$ cat src/source/stamofu_pkg.sv
// shared widths and bundles for the store/AMO/fence issue queue; bank of a PR is its low bits
`default_nettype none

package stamofu_pkg;

	// ------------------------------------------------------------
	// sizes
	// ------------------------------------------------------------
	localparam int PR_COUNT = 128;
	localparam int LOG_PR_COUNT = $clog2(PR_COUNT);
	localparam int PRF_BANK_COUNT = 4;
	localparam int LOG_PRF_BANK_COUNT = $clog2(PRF_BANK_COUNT);
	localparam int LOG_ROB_ENTRIES = 6;
	localparam int LOG_STAMOFU_CQ_ENTRIES = 4;
	localparam int MDPT_INFO_WIDTH = 8;
	localparam int STAMOFU_IQ_ENTRIES = 8;
	localparam int LOG_STAMOFU_IQ_ENTRIES = $clog2(STAMOFU_IQ_ENTRIES);

	// ------------------------------------------------------------
	// plain vector types
	// ------------------------------------------------------------
	typedef logic [LOG_PR_COUNT-1:0] pr_t;
	typedef logic [LOG_PR_COUNT-LOG_PRF_BANK_COUNT-1:0] upper_pr_t;
	typedef logic [LOG_PRF_BANK_COUNT-1:0] bank_t;
	typedef logic [LOG_ROB_ENTRIES-1:0] rob_index_t;
	typedef logic [LOG_STAMOFU_CQ_ENTRIES-1:0] cq_index_t;
	typedef logic [MDPT_INFO_WIDTH-1:0] mdp_info_t;
	typedef logic [3:0] op_code_t;
	typedef logic [11:0] imm12_t;

	// ------------------------------------------------------------
	// bundles
	// ------------------------------------------------------------

	// op as it comes from dispatch and sits in the queue
	typedef struct packed {
		logic is_store;
		logic is_amo;
		logic is_fence;
		op_code_t op;
		imm12_t imm12;
		mdp_info_t mdp_info;
		logic mem_aq;
		logic io_aq;
		pr_t A_PR;
		logic A_ready;
		logic A_is_zero;
		pr_t B_PR;
		logic B_ready;
		logic B_is_zero;
		rob_index_t ROB_index;
		cq_index_t cq_index;
	} stamofu_op_t;

	// one writeback cycle, indexed by bank
	typedef struct packed {
		logic [PRF_BANK_COUNT-1:0] valid;
		upper_pr_t [PRF_BANK_COUNT-1:0] upper_pr;
	} wb_bus_t;

	typedef struct packed {
		logic is_store;
		logic is_amo;
		logic is_fence;
		op_code_t op;
		imm12_t imm12;
		mdp_info_t mdp_info;
		logic mem_aq;
		logic io_aq;
		logic A_forward;
		logic A_is_zero;
		bank_t A_bank;
		logic B_forward;
		logic B_is_zero;
		bank_t B_bank;
		rob_index_t ROB_index;
		cq_index_t cq_index;
	} stamofu_issue_t;

	typedef struct packed {
		logic A_valid;
		pr_t A_PR;
		logic B_valid;
		pr_t B_PR;
	} prf_req_t;

	// true when the writeback cycle writes this PR
	function automatic logic wb_match(input wb_bus_t wb, input pr_t pr);
		bank_t bank;
		upper_pr_t upper;
		bank = pr[LOG_PRF_BANK_COUNT-1:0];
		upper = pr[LOG_PR_COUNT-1:LOG_PRF_BANK_COUNT];
		return wb.valid[bank] && (wb.upper_pr[bank] == upper);
	endfunction

endpackage

`default_nettype wire

$ cat src/source/stamofu_enq_stage.sv
// input registers; dispatch must hold enq_op until enq_valid and enq_ready meet on an edge
`default_nettype none
`timescale 1ns/1ps

module stamofu_enq_stage (
	input logic CLK,
	input logic nRST,

	// dispatch side
	input logic enq_valid,
	input stamofu_pkg::stamofu_op_t enq_op,
	input logic enq_ready,

	// writeback bus, no handshake
	input stamofu_pkg::wb_bus_t wb_bus,

	// toward the queue
	output logic cap_valid,
	output stamofu_pkg::stamofu_op_t cap_op,
	output stamofu_pkg::wb_bus_t wb_q
);

	logic accept;
	logic a_wake;
	logic b_wake;
	stamofu_pkg::stamofu_op_t op_woken;

	assign accept = enq_valid & enq_ready;

	// ------------------------------------------------------------
	// wakeup of the op being captured
	// ------------------------------------------------------------

	// the queue only sees wb_q one cycle later, so a writeback on the
	// capture edge would otherwise slip past this op
	assign a_wake = stamofu_pkg::wb_match(wb_bus, enq_op.A_PR);
	assign b_wake = stamofu_pkg::wb_match(wb_bus, enq_op.B_PR);

	always_comb begin
		op_woken = enq_op;
		op_woken.A_ready = enq_op.A_ready | a_wake;
		op_woken.B_ready = enq_op.B_ready | b_wake;
	end

	// ------------------------------------------------------------
	// registers
	// ------------------------------------------------------------
	always_ff @ (posedge CLK, negedge nRST) begin
		if (~nRST) begin
			cap_valid <= 1'b0;
			wb_q <= '0;
		end
		else begin
			cap_valid <= accept;
			wb_q <= wb_bus;
		end
	end

	// captured op payload
	always_ff @ (posedge CLK) begin
		if (accept) begin
			cap_op <= op_woken;
		end
	end

endmodule

`default_nettype wire

$ cat src/source/stamofu_iq.sv
// age-ordered compacting queue, slot 0 oldest; relies on enq_ready to keep cap_valid off when full
`default_nettype none
`timescale 1ns/1ps

module stamofu_iq (
	input logic CLK,
	input logic nRST,

	// captured op and registered writeback
	input logic cap_valid,
	input stamofu_pkg::stamofu_op_t cap_op,
	input stamofu_pkg::wb_bus_t wb_q,

	// output side
	input logic issue_ready,

	output logic enq_ready,
	output logic sel_valid,
	output stamofu_pkg::stamofu_issue_t sel_issue,
	output stamofu_pkg::prf_req_t sel_prf_req
);

	// occupancy 0..entries and slot index
	typedef logic [stamofu_pkg::LOG_STAMOFU_IQ_ENTRIES:0] count_t;
	typedef logic [stamofu_pkg::LOG_STAMOFU_IQ_ENTRIES-1:0] idx_t;

	// queue state
	count_t count_q;
	stamofu_pkg::stamofu_op_t op_q [stamofu_pkg::STAMOFU_IQ_ENTRIES];

	// per-entry wakeup
	logic [stamofu_pkg::STAMOFU_IQ_ENTRIES-1:0] entry_valid;
	logic [stamofu_pkg::STAMOFU_IQ_ENTRIES-1:0] a_match;
	logic [stamofu_pkg::STAMOFU_IQ_ENTRIES-1:0] b_match;
	logic [stamofu_pkg::STAMOFU_IQ_ENTRIES-1:0] a_usable;
	logic [stamofu_pkg::STAMOFU_IQ_ENTRIES-1:0] b_usable;
	logic [stamofu_pkg::STAMOFU_IQ_ENTRIES-1:0] selectable;
	stamofu_pkg::stamofu_op_t op_woken [stamofu_pkg::STAMOFU_IQ_ENTRIES];

	// select
	idx_t sel_idx;
	stamofu_pkg::stamofu_op_t sel_op;
	logic sel_a_fwd;
	logic sel_b_fwd;

	// update
	logic deq;
	count_t count_after_deq;
	count_t count_next;
	stamofu_pkg::stamofu_op_t op_shift [stamofu_pkg::STAMOFU_IQ_ENTRIES];
	stamofu_pkg::stamofu_op_t op_next [stamofu_pkg::STAMOFU_IQ_ENTRIES];

	// ------------------------------------------------------------
	// wakeup
	// ------------------------------------------------------------
	always_comb begin
		for (int i = 0; i < stamofu_pkg::STAMOFU_IQ_ENTRIES; i++) begin
			// entries are packed toward slot 0
			entry_valid[i] = count_q > count_t'(i);
			a_match[i] = stamofu_pkg::wb_match(wb_q, op_q[i].A_PR);
			b_match[i] = stamofu_pkg::wb_match(wb_q, op_q[i].B_PR);
			a_usable[i] = op_q[i].A_ready | op_q[i].A_is_zero | a_match[i];
			b_usable[i] = op_q[i].B_ready | op_q[i].B_is_zero | b_match[i];
			selectable[i] = entry_valid[i] & a_usable[i] & b_usable[i];

			// ready bits stick once the tag has gone by
			op_woken[i] = op_q[i];
			op_woken[i].A_ready = op_q[i].A_ready | a_match[i];
			op_woken[i].B_ready = op_q[i].B_ready | b_match[i];
		end
	end

	// ------------------------------------------------------------
	// oldest-ready select
	// ------------------------------------------------------------

	// scan young to old so the lowest slot wins
	always_comb begin
		sel_valid = 1'b0;
		sel_idx = '0;
		for (int i = stamofu_pkg::STAMOFU_IQ_ENTRIES - 1; i >= 0; i--) begin
			if (selectable[i]) begin
				sel_valid = 1'b1;
				sel_idx = idx_t'(i);
			end
		end
	end

	assign sel_op = op_q[sel_idx];

	// forwarded only if the wb_q match is what made it usable
	assign sel_a_fwd = a_match[sel_idx] & ~sel_op.A_ready & ~sel_op.A_is_zero;
	assign sel_b_fwd = b_match[sel_idx] & ~sel_op.B_ready & ~sel_op.B_is_zero;

	always_comb begin
		sel_issue.is_store = sel_op.is_store;
		sel_issue.is_amo = sel_op.is_amo;
		sel_issue.is_fence = sel_op.is_fence;
		sel_issue.op = sel_op.op;
		sel_issue.imm12 = sel_op.imm12;
		sel_issue.mdp_info = sel_op.mdp_info;
		sel_issue.mem_aq = sel_op.mem_aq;
		sel_issue.io_aq = sel_op.io_aq;
		sel_issue.A_forward = sel_a_fwd;
		sel_issue.A_is_zero = sel_op.A_is_zero;
		sel_issue.A_bank = sel_op.A_PR[stamofu_pkg::LOG_PRF_BANK_COUNT-1:0];
		sel_issue.B_forward = sel_b_fwd;
		sel_issue.B_is_zero = sel_op.B_is_zero;
		sel_issue.B_bank = sel_op.B_PR[stamofu_pkg::LOG_PRF_BANK_COUNT-1:0];
		sel_issue.ROB_index = sel_op.ROB_index;
		sel_issue.cq_index = sel_op.cq_index;
	end

	// PRF read only for operands not zero and not on the bypass
	always_comb begin
		sel_prf_req.A_valid = sel_valid & ~sel_op.A_is_zero & ~sel_a_fwd;
		sel_prf_req.A_PR = sel_op.A_PR;
		sel_prf_req.B_valid = sel_valid & ~sel_op.B_is_zero & ~sel_b_fwd;
		sel_prf_req.B_PR = sel_op.B_PR;
	end

	// ------------------------------------------------------------
	// dequeue, compaction and append
	// ------------------------------------------------------------
	assign deq = sel_valid & issue_ready;
	assign count_after_deq = count_q - count_t'(deq);
	assign count_next = count_after_deq + count_t'(cap_valid);

	// one-slot-down view of the queue
	always_comb begin
		for (int i = 0; i < stamofu_pkg::STAMOFU_IQ_ENTRIES - 1; i++) begin
			op_shift[i] = op_woken[i + 1];
		end
		op_shift[stamofu_pkg::STAMOFU_IQ_ENTRIES - 1] =
			op_woken[stamofu_pkg::STAMOFU_IQ_ENTRIES - 1];
	end

	always_comb begin
		for (int i = 0; i < stamofu_pkg::STAMOFU_IQ_ENTRIES; i++) begin
			// slots at and above the leaving entry move down by one
			if (deq && (idx_t'(i) >= sel_idx)) begin
				op_next[i] = op_shift[i];
			end
			else begin
				op_next[i] = op_woken[i];
			end
			// new op goes right behind the youngest survivor
			if (cap_valid && (count_t'(i) == count_after_deq)) begin
				op_next[i] = cap_op;
			end
		end
	end

	always_ff @ (posedge CLK) begin
		for (int i = 0; i < stamofu_pkg::STAMOFU_IQ_ENTRIES; i++) begin
			op_q[i] <= op_next[i];
		end
	end

	// ------------------------------------------------------------
	// occupancy and enqueue ready
	// ------------------------------------------------------------

	// two free slots: one may already be in flight in the capture reg
	always_ff @ (posedge CLK, negedge nRST) begin
		if (~nRST) begin
			count_q <= '0;
			enq_ready <= 1'b0;
		end
		else begin
			count_q <= count_next;
			enq_ready <= count_next <= count_t'(stamofu_pkg::STAMOFU_IQ_ENTRIES - 2);
		end
	end

endmodule

`default_nettype wire

$ cat src/source/stamofu_issue_stage.sv
// output register; a held bundle keeps its fields but its PRF request valids drop after one cycle
`default_nettype none
`timescale 1ns/1ps

module stamofu_issue_stage (
	input logic CLK,
	input logic nRST,

	// from the queue select
	input logic sel_valid,
	input stamofu_pkg::stamofu_issue_t sel_issue,
	input stamofu_pkg::prf_req_t sel_prf_req,

	// pipeline feedback
	input logic pipeline_ready,

	output logic issue_ready,
	output logic issue_valid,
	output stamofu_pkg::stamofu_issue_t issue,
	output stamofu_pkg::prf_req_t prf_req
);

	logic a_req_valid;
	logic b_req_valid;
	stamofu_pkg::pr_t a_req_pr;
	stamofu_pkg::pr_t b_req_pr;

	// empty, or the current bundle leaves on this edge
	assign issue_ready = ~issue_valid | pipeline_ready;

	// ------------------------------------------------------------
	// control
	// ------------------------------------------------------------
	always_ff @ (posedge CLK, negedge nRST) begin
		if (~nRST) begin
			issue_valid <= 1'b0;
			a_req_valid <= 1'b0;
			b_req_valid <= 1'b0;
		end
		else if (issue_ready) begin
			issue_valid <= sel_valid;
			a_req_valid <= sel_prf_req.A_valid;
			b_req_valid <= sel_prf_req.B_valid;
		end
		else begin
			// stalled: PRF already read on the first cycle
			a_req_valid <= 1'b0;
			b_req_valid <= 1'b0;
		end
	end

	// ------------------------------------------------------------
	// payload
	// ------------------------------------------------------------
	always_ff @ (posedge CLK) begin
		if (issue_ready) begin
			issue <= sel_issue;
			a_req_pr <= sel_prf_req.A_PR;
			b_req_pr <= sel_prf_req.B_PR;
		end
	end

	assign prf_req = '{
		A_valid: a_req_valid,
		A_PR: a_req_pr,
		B_valid: b_req_valid,
		B_PR: b_req_pr
	};

endmodule

`default_nettype wire

$ cat src/source/stamofu_iq_top.sv
// store/AMO/fence issue queue; best case two edges from accepted enqueue to issue_valid
`default_nettype none
`timescale 1ns/1ps

module stamofu_iq_top (
	input logic CLK,
	input logic nRST,

	// dispatch
	input logic enq_valid,
	input stamofu_pkg::stamofu_op_t enq_op,
	output logic enq_ready,

	// writeback
	input stamofu_pkg::wb_bus_t wb_bus,

	// pipeline and PRF
	output logic issue_valid,
	output stamofu_pkg::stamofu_issue_t issue,
	output stamofu_pkg::prf_req_t prf_req,
	input logic pipeline_ready
);

	// input side to queue
	logic cap_valid;
	stamofu_pkg::stamofu_op_t cap_op;
	stamofu_pkg::wb_bus_t wb_q;

	// queue to output side
	logic sel_valid;
	stamofu_pkg::stamofu_issue_t sel_issue;
	stamofu_pkg::prf_req_t sel_prf_req;
	logic issue_ready;

	stamofu_enq_stage u_enq_stage (
		.CLK (CLK),
		.nRST (nRST),
		.enq_valid (enq_valid),
		.enq_op (enq_op),
		.enq_ready (enq_ready),
		.wb_bus (wb_bus),
		.cap_valid (cap_valid),
		.cap_op (cap_op),
		.wb_q (wb_q)
	);

	stamofu_iq u_iq (
		.CLK (CLK),
		.nRST (nRST),
		.cap_valid (cap_valid),
		.cap_op (cap_op),
		.wb_q (wb_q),
		.issue_ready (issue_ready),
		.enq_ready (enq_ready),
		.sel_valid (sel_valid),
		.sel_issue (sel_issue),
		.sel_prf_req (sel_prf_req)
	);

	stamofu_issue_stage u_issue_stage (
		.CLK (CLK),
		.nRST (nRST),
		.sel_valid (sel_valid),
		.sel_issue (sel_issue),
		.sel_prf_req (sel_prf_req),
		.pipeline_ready (pipeline_ready),
		.issue_ready (issue_ready),
		.issue_valid (issue_valid),
		.issue (issue),
		.prf_req (prf_req)
	);

endmodule

`default_nettype wire

$ cat config.mk
export PLATFORM = sky130hd
export DESIGN_NAME = stamofu_iq_top
export DESIGN_NICKNAME = d
export VERILOG_FILES = /design/src/source/stamofu_pkg.sv /design/src/source/stamofu_enq_stage.sv /design/src/source/stamofu_iq.sv /design/src/source/stamofu_issue_stage.sv /design/src/source/stamofu_iq_top.sv
export SDC_FILE = /design/constraint.sdc
export NUM_CORES = 1
export LEC_CHECK = 0
export ABC_AREA = 1
export BUFFER_PORTS_ARGS = -buffer_cell sky130_fd_sc_hd__buf_2
export CAP_MARGIN = 5
export CORE_UTILIZATION = 32
export CTS_CLUSTER_SIZE = 10
export DETAILED_ROUTE_END_ITERATION = 16
export GPL_ROUTABILITY_DRIVEN = 0
export PLACE_DENSITY = 0.46
export SYNTH_ARGS = -nofsm -noshare
export SYNTH_HDL_FRONTEND = slang
export SYNTH_SLANG_ARGS = --single-unit
$ cat constraint.sdc
create_clock -name CLK -period 8.4 [get_ports CLK]
set_clock_uncertainty 0.2 [all_clocks]
set_input_delay 1.26 -clock CLK [delete_from_list [all_inputs] [get_ports CLK]]
set_output_delay 1.26 -clock CLK [all_outputs]
set_load 0.005 [all_outputs]
==> results of run 1 <==
state kept, by name, summed over array words and instances (netlist names):
name / flops
u_enq_stage.cap_valid: 1
u_issue_stage.b_req_valid: 1
u_enq_stage.cap_op: 57
u_iq.op_q: 456
u_issue_stage.a_req_valid: 1
u_issue_stage.issue: 43
u_issue_stage.b_req_pr: 7
u_iq.count_q: 4
u_enq_stage.wb_q: 24
u_issue_stage.a_req_pr: 7
u_issue_stage.issue_valid: 1
u_iq.enq_ready: 1
through the flow:
stage,cell area [µm²],utilization [%],total power [mW]
after floorplan,32080,-,11.44
after global placement,33400,33.79,14.69
after detailed placement,33400,33.79,14.69
after CTS,35740,36.15,17.90
after global routing,35740,36.15,18.95
final,35740,36.15,17.78
path summary, 6_finish.rpt:
path,start,slack (ns),to,cells after the start
min in group asynchronous,nRST,0.59,u_enq_stage.wb_q[10]$_DFF_PN0_,1
max in group asynchronous,nRST,6.82,u_enq_stage.wb_q[19]$_DFF_PN0_,1
worst min-delay path,u_enq_stage.cap_op[31]$_DFFE_PP_,0.24,u_iq.op_q[7][31]$_DFFE_PP_,0
worst max-delay path,u_enq_stage.wb_q[15]$_DFF_PN0_,1.98,u_iq.op_q[0][42]$_DFFE_PP_,18
worst min register to register,u_enq_stage.cap_op[31]$_DFFE_PP_,0.24,u_iq.op_q[7][31]$_DFFE_PP_,0
worst max register to register,u_enq_stage.wb_q[15]$_DFF_PN0_,1.98,u_iq.op_q[0][42]$_DFFE_PP_,18
logic make-up after synthesis:
group / Yosys count / synth area share [%]
xor+xnor: 34 / 0.9284
simple gates: 1480 / 20.31
buf+inv: 486 / 6.725
fa+ha+maj: 4 / 0.1560
compound gates: 941 / 16.44
flops: 603 / 55.44
metal layers:
layer	global-route usage, %	routed length [µm]	vias to the layer above
met5	0	0	-
met3	4.197	8269	184
met4	8.245	3847	0
met1	32.13	53470	13000
met2	35.74	53200	1003
li1	-	-	12520
power groups by stage:
stage,logic (mW),clock network [mW],registers [mW]
global placement,8.27,0,6.42
CTS,8.31,3.22,6.36
floorplan,5.53,0,5.91
finish,8.24,3.14,6.39
global route,9.10,3.33,6.52
detailed placement,8.28,0,6.41
cell usage in the layout, fill, tap and decap left out, types with 3 or more instances in the layout:
cell,instances
o22ai_1,16
nor2_4,4
nand2_2,5
nand2_1,586
xnor2_1,17
a22o_1,3
nand2_4,13
nand3b_1,8
edfxtp_1,554
buf_4,31
dfrtp_1,33
a21oi_1,56
a31oi_1,7
clkbuf_16,79
clkinv_1,8
o211ai_1,36
nor3_1,10
dfxtp_1,16
o21ai_1,54
clkinv_2,9
ha_1,4
clkbuf_8,5
clkbuf_1,28
a22oi_1,6
nand4_1,42
o21ai_0,612
o21bai_1,41
nor2_1,207
inv_1,164
inv_2,17
nand3_1,594
o2111ai_1,12
clkinv_8,3
o21a_1,85
or2_2,3
xor2_1,17
buf_2,149
final cells by class:
cell class	count	area share, %
multi-input cells	2459	34.44
clock inverters	21	0.5252
repair buffers	181	2.794
well taps	1287	4.506
flip-flops and latches	603	49.76
inverters	185	1.961
clock buffers	112	6.018
critical path, stage by stage (launching register included):
cell and delay, ns:
dfrtp_1 1.10, nand2_1 0.10, nand3_1 0.15, nand2_1 0.06, nand2_1 0.05, nand2_1 0.05
nor2_1 0.09, nand3_1 0.26, nand2_1 0.21, inv_1 0.08, o21ai_1 0.22, nor2_1 0.14
a21boi_4 0.38, ha_1 0.25, nand3_1 0.09, xor2_1 0.21, a21oi_1 0.69, nand2_4 0.59
nand2_4 1.02
==> reports/results.txt, run 1 <==
DR vias: 26710
Htree depth: 3
Initial Util: 32.45%
# setup viols final: 0
Final HPWL DP: 70270 µm
Synth Flop Type: edfxtp_1
P_sw: 8.329 mW
Sw frac: 46.86%
Leak pwr: 13.85 nW
Post-synth EDFFs: 554
Area share of the largest cell type after synthesis: 51.87%
Clock network power share: 17.7%
Row count: 115
Core area: 0.09885 mm²
GRT Total Usage: 23.07%
Largest area contributor in the netlist: edfxtp_1
CP Data Required Time: 8.44 ns
DRC: 0
Status: finished clean
Post-CTS Hold Fix Bufs: 0
Storage cell area: 0.01778 mm²
Synth Area per Inst: 9.040 µm²
Critical path class: reg -> reg
First-pass GRT wire length: 174400 µm
Number of DRC markers in iteration 0: 2845
Seq cells post-synth: 603
Chip Height: 318.6 µm
Resize count post-CTS: 0
Post-CTS Setup Bufs: 0
Routed Antenna Nets: 0
Final Worst Setup Slack: 1.976 ns
Warnings from Yosys: 0
Logic pwr share: 46.4%
Worst-skew pair later-pin latency: 0.65 ns
Post-synthesis sequential area ratio: 55.44%
GR Overflow Total: 0
Total of fill cells in the finished design: 9954
Unrepaired setup endpoints after global routing: false
Setup TNS: 0 ns
Max cap viols: 0
Initial antenna violation count: 2
IO buf count: 149
Worst hold path class: reg -> reg
Dpl ws: 2.100 ns
Arrival time worst endpoint: 6.46 ns
Final WL: 118800 µm
Post-DR wirelength/cell: 24.50 µm
Pwr Density: 497.4 mW/mm²
Sink Count: 603
Synth-to-Final Area Change: 11.42%
Slew at the pin closest to its max-slew limit: 1.158 ns
DIE AREA: 0.1015 mm²
CP endpoint kind: register
Power Internal: 9.446 mW
Fin crit period: 6.424 ns
Library cells used by synthesis: 50
Pins over their slew limit: 0
CTS Buffer Depth: 3
DR vias/cell: 5.509
Final Hold Fails: 0
Final Net Count: 3596
CTS buffer count: 77
FMAX: 155.7 MHz
Largest net degree at the start of global routing: 99
Post-Place Cells: 4715
Synthesized instance count: 3548
Syn Nets: 3637
Synth Cell Area: 0.03207 mm²
Ports: 150
Area occupied by multi-input gates: 0.01231 mm²
Die Wd: 318.6 µm
Worst Setup Start Kind: register
Register share of total power: 35.9%
CTS tree: done
ANT cells: 0
Max rail drop VDD: 0.3478 mV
Main area contributors after synthesis: edfxtp_1, o21ai_0, nand3_1
Share of cells above drive strength 1: 9.407%
Slew headroom: 22.83%
Final period util: 76.47%
Largest fanout on the critical path: 56
Post-Layout Cell Count: 4848
TritonRoute pass-1 iters: 6
Async set-reset flop share out of synthesis: 5.473%
Dominant cell by count in the synthesized netlist: o21ai_0
Worst hold margin: 0.2444 ns
Clock slew at reported path FFs: 0.05 ns
Post-synth top cells: o21ai_0, nand2_1, nand3_1, edfxtp_1, nor2_1
CTS root buf: clkbuf_16
Vias in the first global route: 25160
Note: power is estimated with default switching activity, not from simulation.
==> run 2: changes to the inputs <==
ABC_AREA = 0   (was 1)
PLACE_DENSITY = 0.44   (was 0.46)
clock period = 5.94 ns   (was 8.4 ns; I/O delays follow)
==> run 2 against run 1 <==
Sequential share of layout area decreased by 2.9 points. Die area increased by 1.4%. Critical path type unchanged. Combinational power decreased by 20%. Wire length increased by 7.0%. Register-to-register slack got worse by 1.5 ns. Cell area increased by 6.2%. Power increased by 2.4%.
==> reports/results.txt, run 2 <==
Status: finished clean
Dominant cell by count in the synthesized netlist: nand2_1
Post-Layout Cell Count: 4798 (-1.0%)
Post-Place Cells: 4673 (-0.89%)
Final WL: 127100 µm (+7.0%)
Chip Height: 320.8 µm (+0.69%)
CTS root buf: clkbuf_16
CP bufs+invs: 2 (+1)
Clock slew at reported path FFs: 0.06 ns (about the same)
Post-synth top cells: nand2_1, edfxtp_1, o21ai_0, clkbuf_1, a21oi_1
Sink Count: 603 (unchanged)
P_sw: 7.066 mW (-15%)
Worst-case reg-to-reg path depth: 18 (unchanged)
Synth Flop Type: edfxtp_1
FMAX: 181.7 MHz (+17%)
Top Registers: u_iq.op_q: 456 flops, u_enq_stage.cap_op: 57 flops, u_issue_stage.issue: 43 flops
Die Wd: 320.8 µm (+0.69%)
Syn Nets: 3395 (-6.7%)
Largest fanout on the critical path: 22 (-61%)
Fin crit period: 5.505 ns (-0.9191 ns)
Critical path class: reg -> reg
Most flop-heavy register: u_iq.op_q
Worst-skew pair later-pin latency: 0.64 ns (about the same)
Library cells used by synthesis: 75 (+50%)
Worst Setup Start Kind: register
Reg2reg setup slack: 0.44 ns (-1.54 ns)
Async set-reset flop share out of synthesis: 5.473% (unchanged)
Critical Path, Cell by Cell: mux2i_1 -> xnor2_1 -> or4_1 -> a211oi_1 -> o32ai_1 -> or2_0 -> nand3_1 -> o31a_1 -> ha_1 -> nor2b_1 -> nor3_1 -> a21oi_1 -> o22ai_1 -> buf_4 -> nand2_2 -> buf_4 -> nand2_1 -> o21ai_0
Max rail drop VDD: 0.3686 mV (+6.0%)
Post-CTS Hold Fix Bufs: 0 (unchanged)
Pins over their slew limit: 0 (unchanged)
Final Hold Fails: 0 (unchanged)
Clock network power share: 24.8% (+7.1 points)
Synth Area per Inst: 9.837 µm² (+8.8%)
Post-CTS Setup Bufs: 0 (unchanged)
Synthesized instance count: 3306 (-6.8%)
Final HPWL DP: 81050 µm (+15%)
GRT Total Usage: 24.43% (+1.4 points)
CTS Buffer Depth: 3 (unchanged)
Warnings from Yosys: 0 (unchanged)
TritonRoute pass-1 iters: 6 (unchanged)
Area share of the largest cell type after synthesis: 51.16% (-0.71 points)
Post-DR wirelength/cell: 26.50 µm (+8.2%)
Row count: 116 (+0.87%)
GR Overflow Total: 0 (unchanged)
CP max stage cell: edfxtp_1
DR vias: 26630 (-0.30%)
Slowest Stage Delay on Critical Path: 0.68 ns (-0.42 ns)
Number of flip-flops in the largest register: 456 (unchanged)
Leak pwr: 14.34 nW (+3.6%)
Hold path depth: 1 (+1)
Seq cells post-synth: 603 (unchanged)
Largest net degree at the start of global routing: 93 (-6.1%)
Vias in the first global route: 26290 (+4.5%)
IO buf count: 149 (unchanged)
DRC: 0 (unchanged)
Worst path top cell family by delay: simple AND/OR/NAND/NOR gates
Sw frac: 38.82% (-8.0 points)
DR vias/cell: 5.550 (+0.74%)
Main area contributors after synthesis: edfxtp_1, nand2_1, o21ai_0
Worst Hold Endpoint: u_enq_stage.wb_q[23]$_DFF_PN0_
Min-delay src: wb_bus[23]
Setup TNS: 0 ns (unchanged)
Final Core Density: 37.79% (+1.6 points)
ANT cells: 0 (unchanged)
Reg-to-reg startpoint: u_iq.op_q[3][13]$_DFFE_PP_
# setup viols final: 0 (unchanged)
Arrival time worst endpoint: 5.73 ns (-0.73 ns)
Power Internal: 11.14 mW (+18%)
Most frequent cells in the layout: nand2_1, edfxtp_1, o21ai_0, a21oi_1, buf_2
Max cap viols: 0 (unchanged)
Slew headroom: 28.59% (+5.8 points)
Post-synthesis sequential area ratio: 54.68% (-0.76 points)
Synth Cell Area: 0.03252 mm² (+1.4%)
CP Data Required Time: 6.16 ns (-2.28 ns)
Worst R2R End: u_iq.op_q[3][34]$_DFFE_PP_
Routed Antenna Nets: 0 (unchanged)
CP most frequent cell: buf_4
Post-synth EDFFs: 554 (unchanged)
Final Net Count: 3484 (-3.1%)
Core area: 0.1004 mm² (+1.6%)
Initial antenna violation count: 3 (+1)
Htree depth: 3 (unchanged)
Worst hold path class: in -> reg
Slew at the pin closest to its max-slew limit: 1.067 ns (-0.09022 ns)
Final period util: 92.67% (+16 points)
Logic pwr share: 36.4% (-10 points)
Number of DRC markers in iteration 0: 2735 (-3.9%)
First-pass GRT wire length: 184900 µm (+6.1%)
CP endpoint kind: register
Register share of total power: 38.9% (+3.0 points)
Largest area contributor in the netlist: edfxtp_1
CTS buffer count: 77 (unchanged)
Pwr Density: 479.6 mW/mm² (-3.6%)
CTS tree: done
Initial Util: 32.38% (-0.069 points)
Share of cells above drive strength 1: 14.47% (+5.1 points)
Ports: 150 (unchanged)
Synth-to-Final Area Change: 16.72%
DIE AREA: 0.1029 mm² (+1.4%)
Commonest non-fill, non-tap cell in the layout: nand2_1
Unrepaired setup endpoints after global routing: false
## run 2: changes by cell type in the layout (fill, tap and decap cells not counted), sizes merged, moves of 83 or more
cell,before,now
o21a,85,2
inv,183,23
mux2i,0,133
nor2,213,46
o21ai,667,391
buf,181,284
a21oi,56,185
xor2,17,114
nand2,605,1150
nand3,597,10
## run 2: worst max path at each step
stage / start / to / slack, ns / cells past startpoint
floorplan: u_iq.op_q[3][13]$_DFFE_PP_ / u_iq.op_q[6][0]$_DFFE_PP_ / 0.17 / 18
global placement: u_enq_stage.wb_q[19]$_DFF_PN0_ / u_issue_stage.issue[22]$_DFFE_PP_ / 0.50 / 15
detailed placement: u_enq_stage.wb_q[19]$_DFF_PN0_ / u_issue_stage.issue[7]$_DFFE_PP_ / 0.49 / 14
CTS: u_enq_stage.wb_q[19]$_DFF_PN0_ / u_iq.op_q[3][34]$_DFFE_PP_ / 0.43 / 18
global route: u_iq.op_q[3][13]$_DFFE_PP_ / u_iq.op_q[3][34]$_DFFE_PP_ / 0.0003 / 18
finish: u_iq.op_q[3][13]$_DFFE_PP_ / u_iq.op_q[3][34]$_DFFE_PP_ / 0.44 / 18
## run 2: layer usage
| metal | global-route usage, % | vias to the layer above | share of wire, % |
|---|---|---|---|
| met5 | 0 | - | 0 |
| met4 | 8.201 | 0 | 3.3 |
| met3 | 4.036 | 224 | 7.5 |
| met2 | 39.21 | 1319 | 46 |
| met1 | 33.43 | 13290 | 43 |
| li1 | - | 11800 | - |
## run 2: timing repair
action                                 4_1_cts  5_1_grt
resized for setup                            0        1
setup endpoints to repair                    0        1
endpoints found under the hold margin        0        0
## run 2: power by group through the flow
| stage | Combinational (mW) | Sequential (mW) | Clock, mW |
|---|---|---|---|
| floorplan | 4.10 | 6.67 | 0 |
| global placement | 6.51 | 7.10 | 0 |
| detailed placement | 6.52 | 7.12 | 0 |
| CTS | 6.56 | 7.06 | 4.64 |
| global route | 7.07 | 7.20 | 4.76 |
| finish | 6.62 | 7.07 | 4.51 |
## run 2: area by class of cell
cell class | count | area (µm²)
Clock buffer | 105 | 2147
Clock inverter | 20 | 197.7
Fill cell | 9983 | 62480
Inverter | 22 | 83.83
Multi-Input combinational cell | 2407 | 13610
Sequential cell | 603 | 17780
Tap cell | 1357 | 1698
Timing Repair Buffer | 284 | 2435
## run 2: through the flow
stage	hold slack [ns]	area (µm²)	total power, mW	setup slack (ns)
after floorplan	0.3103	32520	10.76	0.1689
after global placement	0.3372	35610	13.61	0.5018
after detailed placement	0.3530	35610	13.65	0.4887
after CTS	0.1421	37960	18.26	0.4308
after global routing	0.1576	37960	19.03	0.0002838
final	0.1834	37960	18.20	0.4353
## run 2: kinds of logic (layout without fill, tap and decap cells)
| logic type | Yosys count | count (layout) | synth area share, % |
|---|---|---|---|
| muxes | 189 | 189 | 7.626 |
| AOI/OAI and AO/OA | 709 | 709 | 12.35 |
| xor gates and xnor gates | 163 | 163 | 4.390 |
| and+or+nand+nor | 1342 | 1342 | 16.82 |
| adders and majority gates | 4 | 4 | 0.1539 |
| buffers and inverters | 296 | 431 | 3.982 |
| DFF | 603 | 603 | 54.68 |
==> run 3: changes to the inputs <==
CELL_PAD_IN_SITES_DETAIL_PLACEMENT = 1   (was default)
CELL_PAD_IN_SITES_GLOBAL_PLACEMENT = 1   (was default)
PLACE_DENSITY = 0.53   (was 0.44)
SLEW_MARGIN = 20   (was default)
==> run 3 against run 2 <==
Clock-buffer cell count fell by 7. Setup slack got worse by 0.0021 ns. Sequential cell count did not move. Critical path type unchanged. Highest routed layer is now met5.
==> reports/results.txt, run 3 (synthesized netlist as in run 2, its figures left out) <==
Max rail drop VDD: 0.3248 mV (-12%)
Storage cell area: 0.01778 mm² (about the same)
Post-DR wirelength/cell: 27.53 µm (+3.9%)
Final period util: 92.71% (about the same)
Resize count post-CTS: 0 (unchanged)
Sink Count: 603 (unchanged)
Final Worst Setup Slack: 0.4332 ns (-0.002060 ns)
Pwr Density: 476.2 mW/mm² (-0.71%)
Fin crit period: 5.507 ns (+0.002060 ns)
Final WL: 132200 µm (+4.0%)
Initial Util: 32.38% (unchanged)
CTS buffer count: 77 (unchanged)
Final HPWL DP: 85830 µm (+5.9%)
CP endpoint kind: register
Max Used Layer: met5
Most frequent cells in the layout: nand2_1, edfxtp_1, o21ai_0, a21oi_1, buf_2
Slew at the pin closest to its max-slew limit: 1.075 ns (+0.007777 ns)
DR vias/cell: 5.545 (about the same)
Synth-to-Final Area Change: 16.56%
Worst hold path class: in -> async
DRC: 0 (unchanged)
Metal2 WL: 60780 µm (+3.5%)
CTS tree: done
Status: finished clean
Commonest non-fill, non-tap cell in the layout: nand2_1
Initial antenna violation count: 5 (+2)
Leak pwr: 14.36 nW (about the same)
GR Overflow Total: 0 (unchanged)
DIE AREA: 0.1029 mm² (unchanged)
Final Net Count: 3488 (+0.11%)
Post-CTS Setup Bufs: 0 (unchanged)
Most flop-heavy register: u_iq.op_q
Arrival time worst endpoint: 5.65 ns (-0.08 ns)
Critical path class: reg -> reg
ANT cells: 0 (unchanged)
Core area: 0.1004 mm² (unchanged)
Number of DRC markers in iteration 0: 2511 (-8.2%)
Die Wd: 320.8 µm (unchanged)
Met3 Routed Length: 6501 µm (-32%)
Largest net degree at the start of global routing: 93 (unchanged)
Slew headroom: 28.32% (-0.27 points)
Dpl ws: 0.5273 ns (+0.03863 ns)
Max cap viols: 0 (unchanged)
Worst path top cell family by delay: simple AND/OR/NAND/NOR gates
Htree depth: 3 (unchanged)
CP max stage cell: dfrtp_1
First-pass GRT wire length: 192300 µm (+4.0%)
Worst-skew pair later-pin latency: 0.67 ns (+0.03 ns)
Number of flip-flops in the largest register: 456 (unchanged)
CP most frequent cell: buf_12
CTS root buf: clkbuf_16
Pins over their slew limit: 0 (unchanged)
Routed Antenna Nets: 0 (unchanged)
Top Registers: u_iq.op_q: 456 flops, u_enq_stage.cap_op: 57 flops, u_issue_stage.issue: 43 flops
Area occupied by multi-input gates: 0.01363 mm² (+0.15%)
Critical Path, Cell by Cell: mux4_2 -> xnor2_1 -> nand2_1 -> o31ai_1 -> o311ai_2 -> nor2_1 -> a21oi_4 -> buf_12 -> buf_12 -> buf_12 -> nand2_1 -> a21oi_1 -> or4_1
Routed length on met1: 60580 µm (+11%)
Unrepaired setup endpoints after global routing: false
CP Data Required Time: 6.08 ns (-0.08 ns)
GRT Total Usage: 25.38% (+0.95 points)
Chip Height: 320.8 µm (unchanged)
# setup viols final: 0 (unchanged)
Worst Setup Start Kind: register
Share of cells above drive strength 1: 14.36% (-0.11 points)
DR vias: 26640 (+0.038%)
Ports: 150 (unchanged)
Post-CTS Hold Fix Bufs: 0 (unchanged)
Slowest Stage Delay on Critical Path: 0.78 ns (+0.10 ns)
Row count: 116 (unchanged)
CTS Buffer Depth: 3 (unchanged)
TritonRoute pass-1 iters: 7 (+1)
Vias in the first global route: 27470 (+4.5%)
Largest fanout on the critical path: 41 (+86%)
Final Hold Fails: 0 (unchanged)
Overall power: 18.05 mW (-0.85%)
IO buf count: 149 (unchanged)
Setup TNS: 0 ns (unchanged)
CP bufs+invs: 3 (+1)
Total of fill cells in the finished design: 11240 (+13%)
FMAX: 181.6 MHz (about the same)
Clock slew at reported path FFs: 0.05 ns (about the same)
## run 3: report_power, final
part	switching, mW	internal, mW	total (mW)
clock network	1.89	2.48	4.37
logic	4.21	2.37	6.58
registers	1.01	6.09	7.10
## run 3: layout make-up
cell class	instances	area share [%]
Sequential cell	603	46.91
Multi-Input combinational cell	2407	35.96
Timing Repair Buffer	288	6.503
Clock buffer	98	5.457
Tap cell	1357	4.479
Clock inverter	29	0.4621
Inverter	22	0.2212
## run 3: routing by layer
layer,vias to the layer above,track usage [%]
met5,-,0
met4,2,8.688
met3,217,3.079
met2,896,40.44
met1,13710,35.63
li1,11810,-
## run 3: path summary, 6_finish.rpt
path | startpoint | to | slack [ns] | cells after the start
setup reg to reg | u_enq_stage.wb_q[11]$_DFF_PN0_ | u_issue_stage.issue[27]$_DFFE_PP_ | 0.43 | 13
setup / recovery | u_enq_stage.wb_q[11]$_DFF_PN0_ | u_issue_stage.issue[27]$_DFFE_PP_ | 0.43 | 13
hold / removal | nRST | u_enq_stage.wb_q[17]$_DFF_PN0_ | 0.17 | 1
max in group asynchronous | nRST | u_issue_stage.b_req_valid$_DFF_PN0_ | 4.82 | 1
hold reg to reg | u_iq.op_q[7][20]$_DFF_P_ | u_iq.op_q[7][20]$_DFF_P_ | 0.37 | 2
min in group CLK | wb_bus[10] | u_enq_stage.wb_q[10]$_DFF_PN0_ | 0.19 | 1
## run 3: stage by stage
step	instances	util (%)	hold WS (ns)	cell area [µm²]
after floorplan	3306	-	0.3103	32520
after global placement	4677	35.51	0.3582	35660
after detailed placement	4677	35.51	0.3561	35660
after CTS	4804	37.74	0.1482	37900
after global routing	4804	37.74	0.1555	37900
final	4804	37.74	0.1652	37900
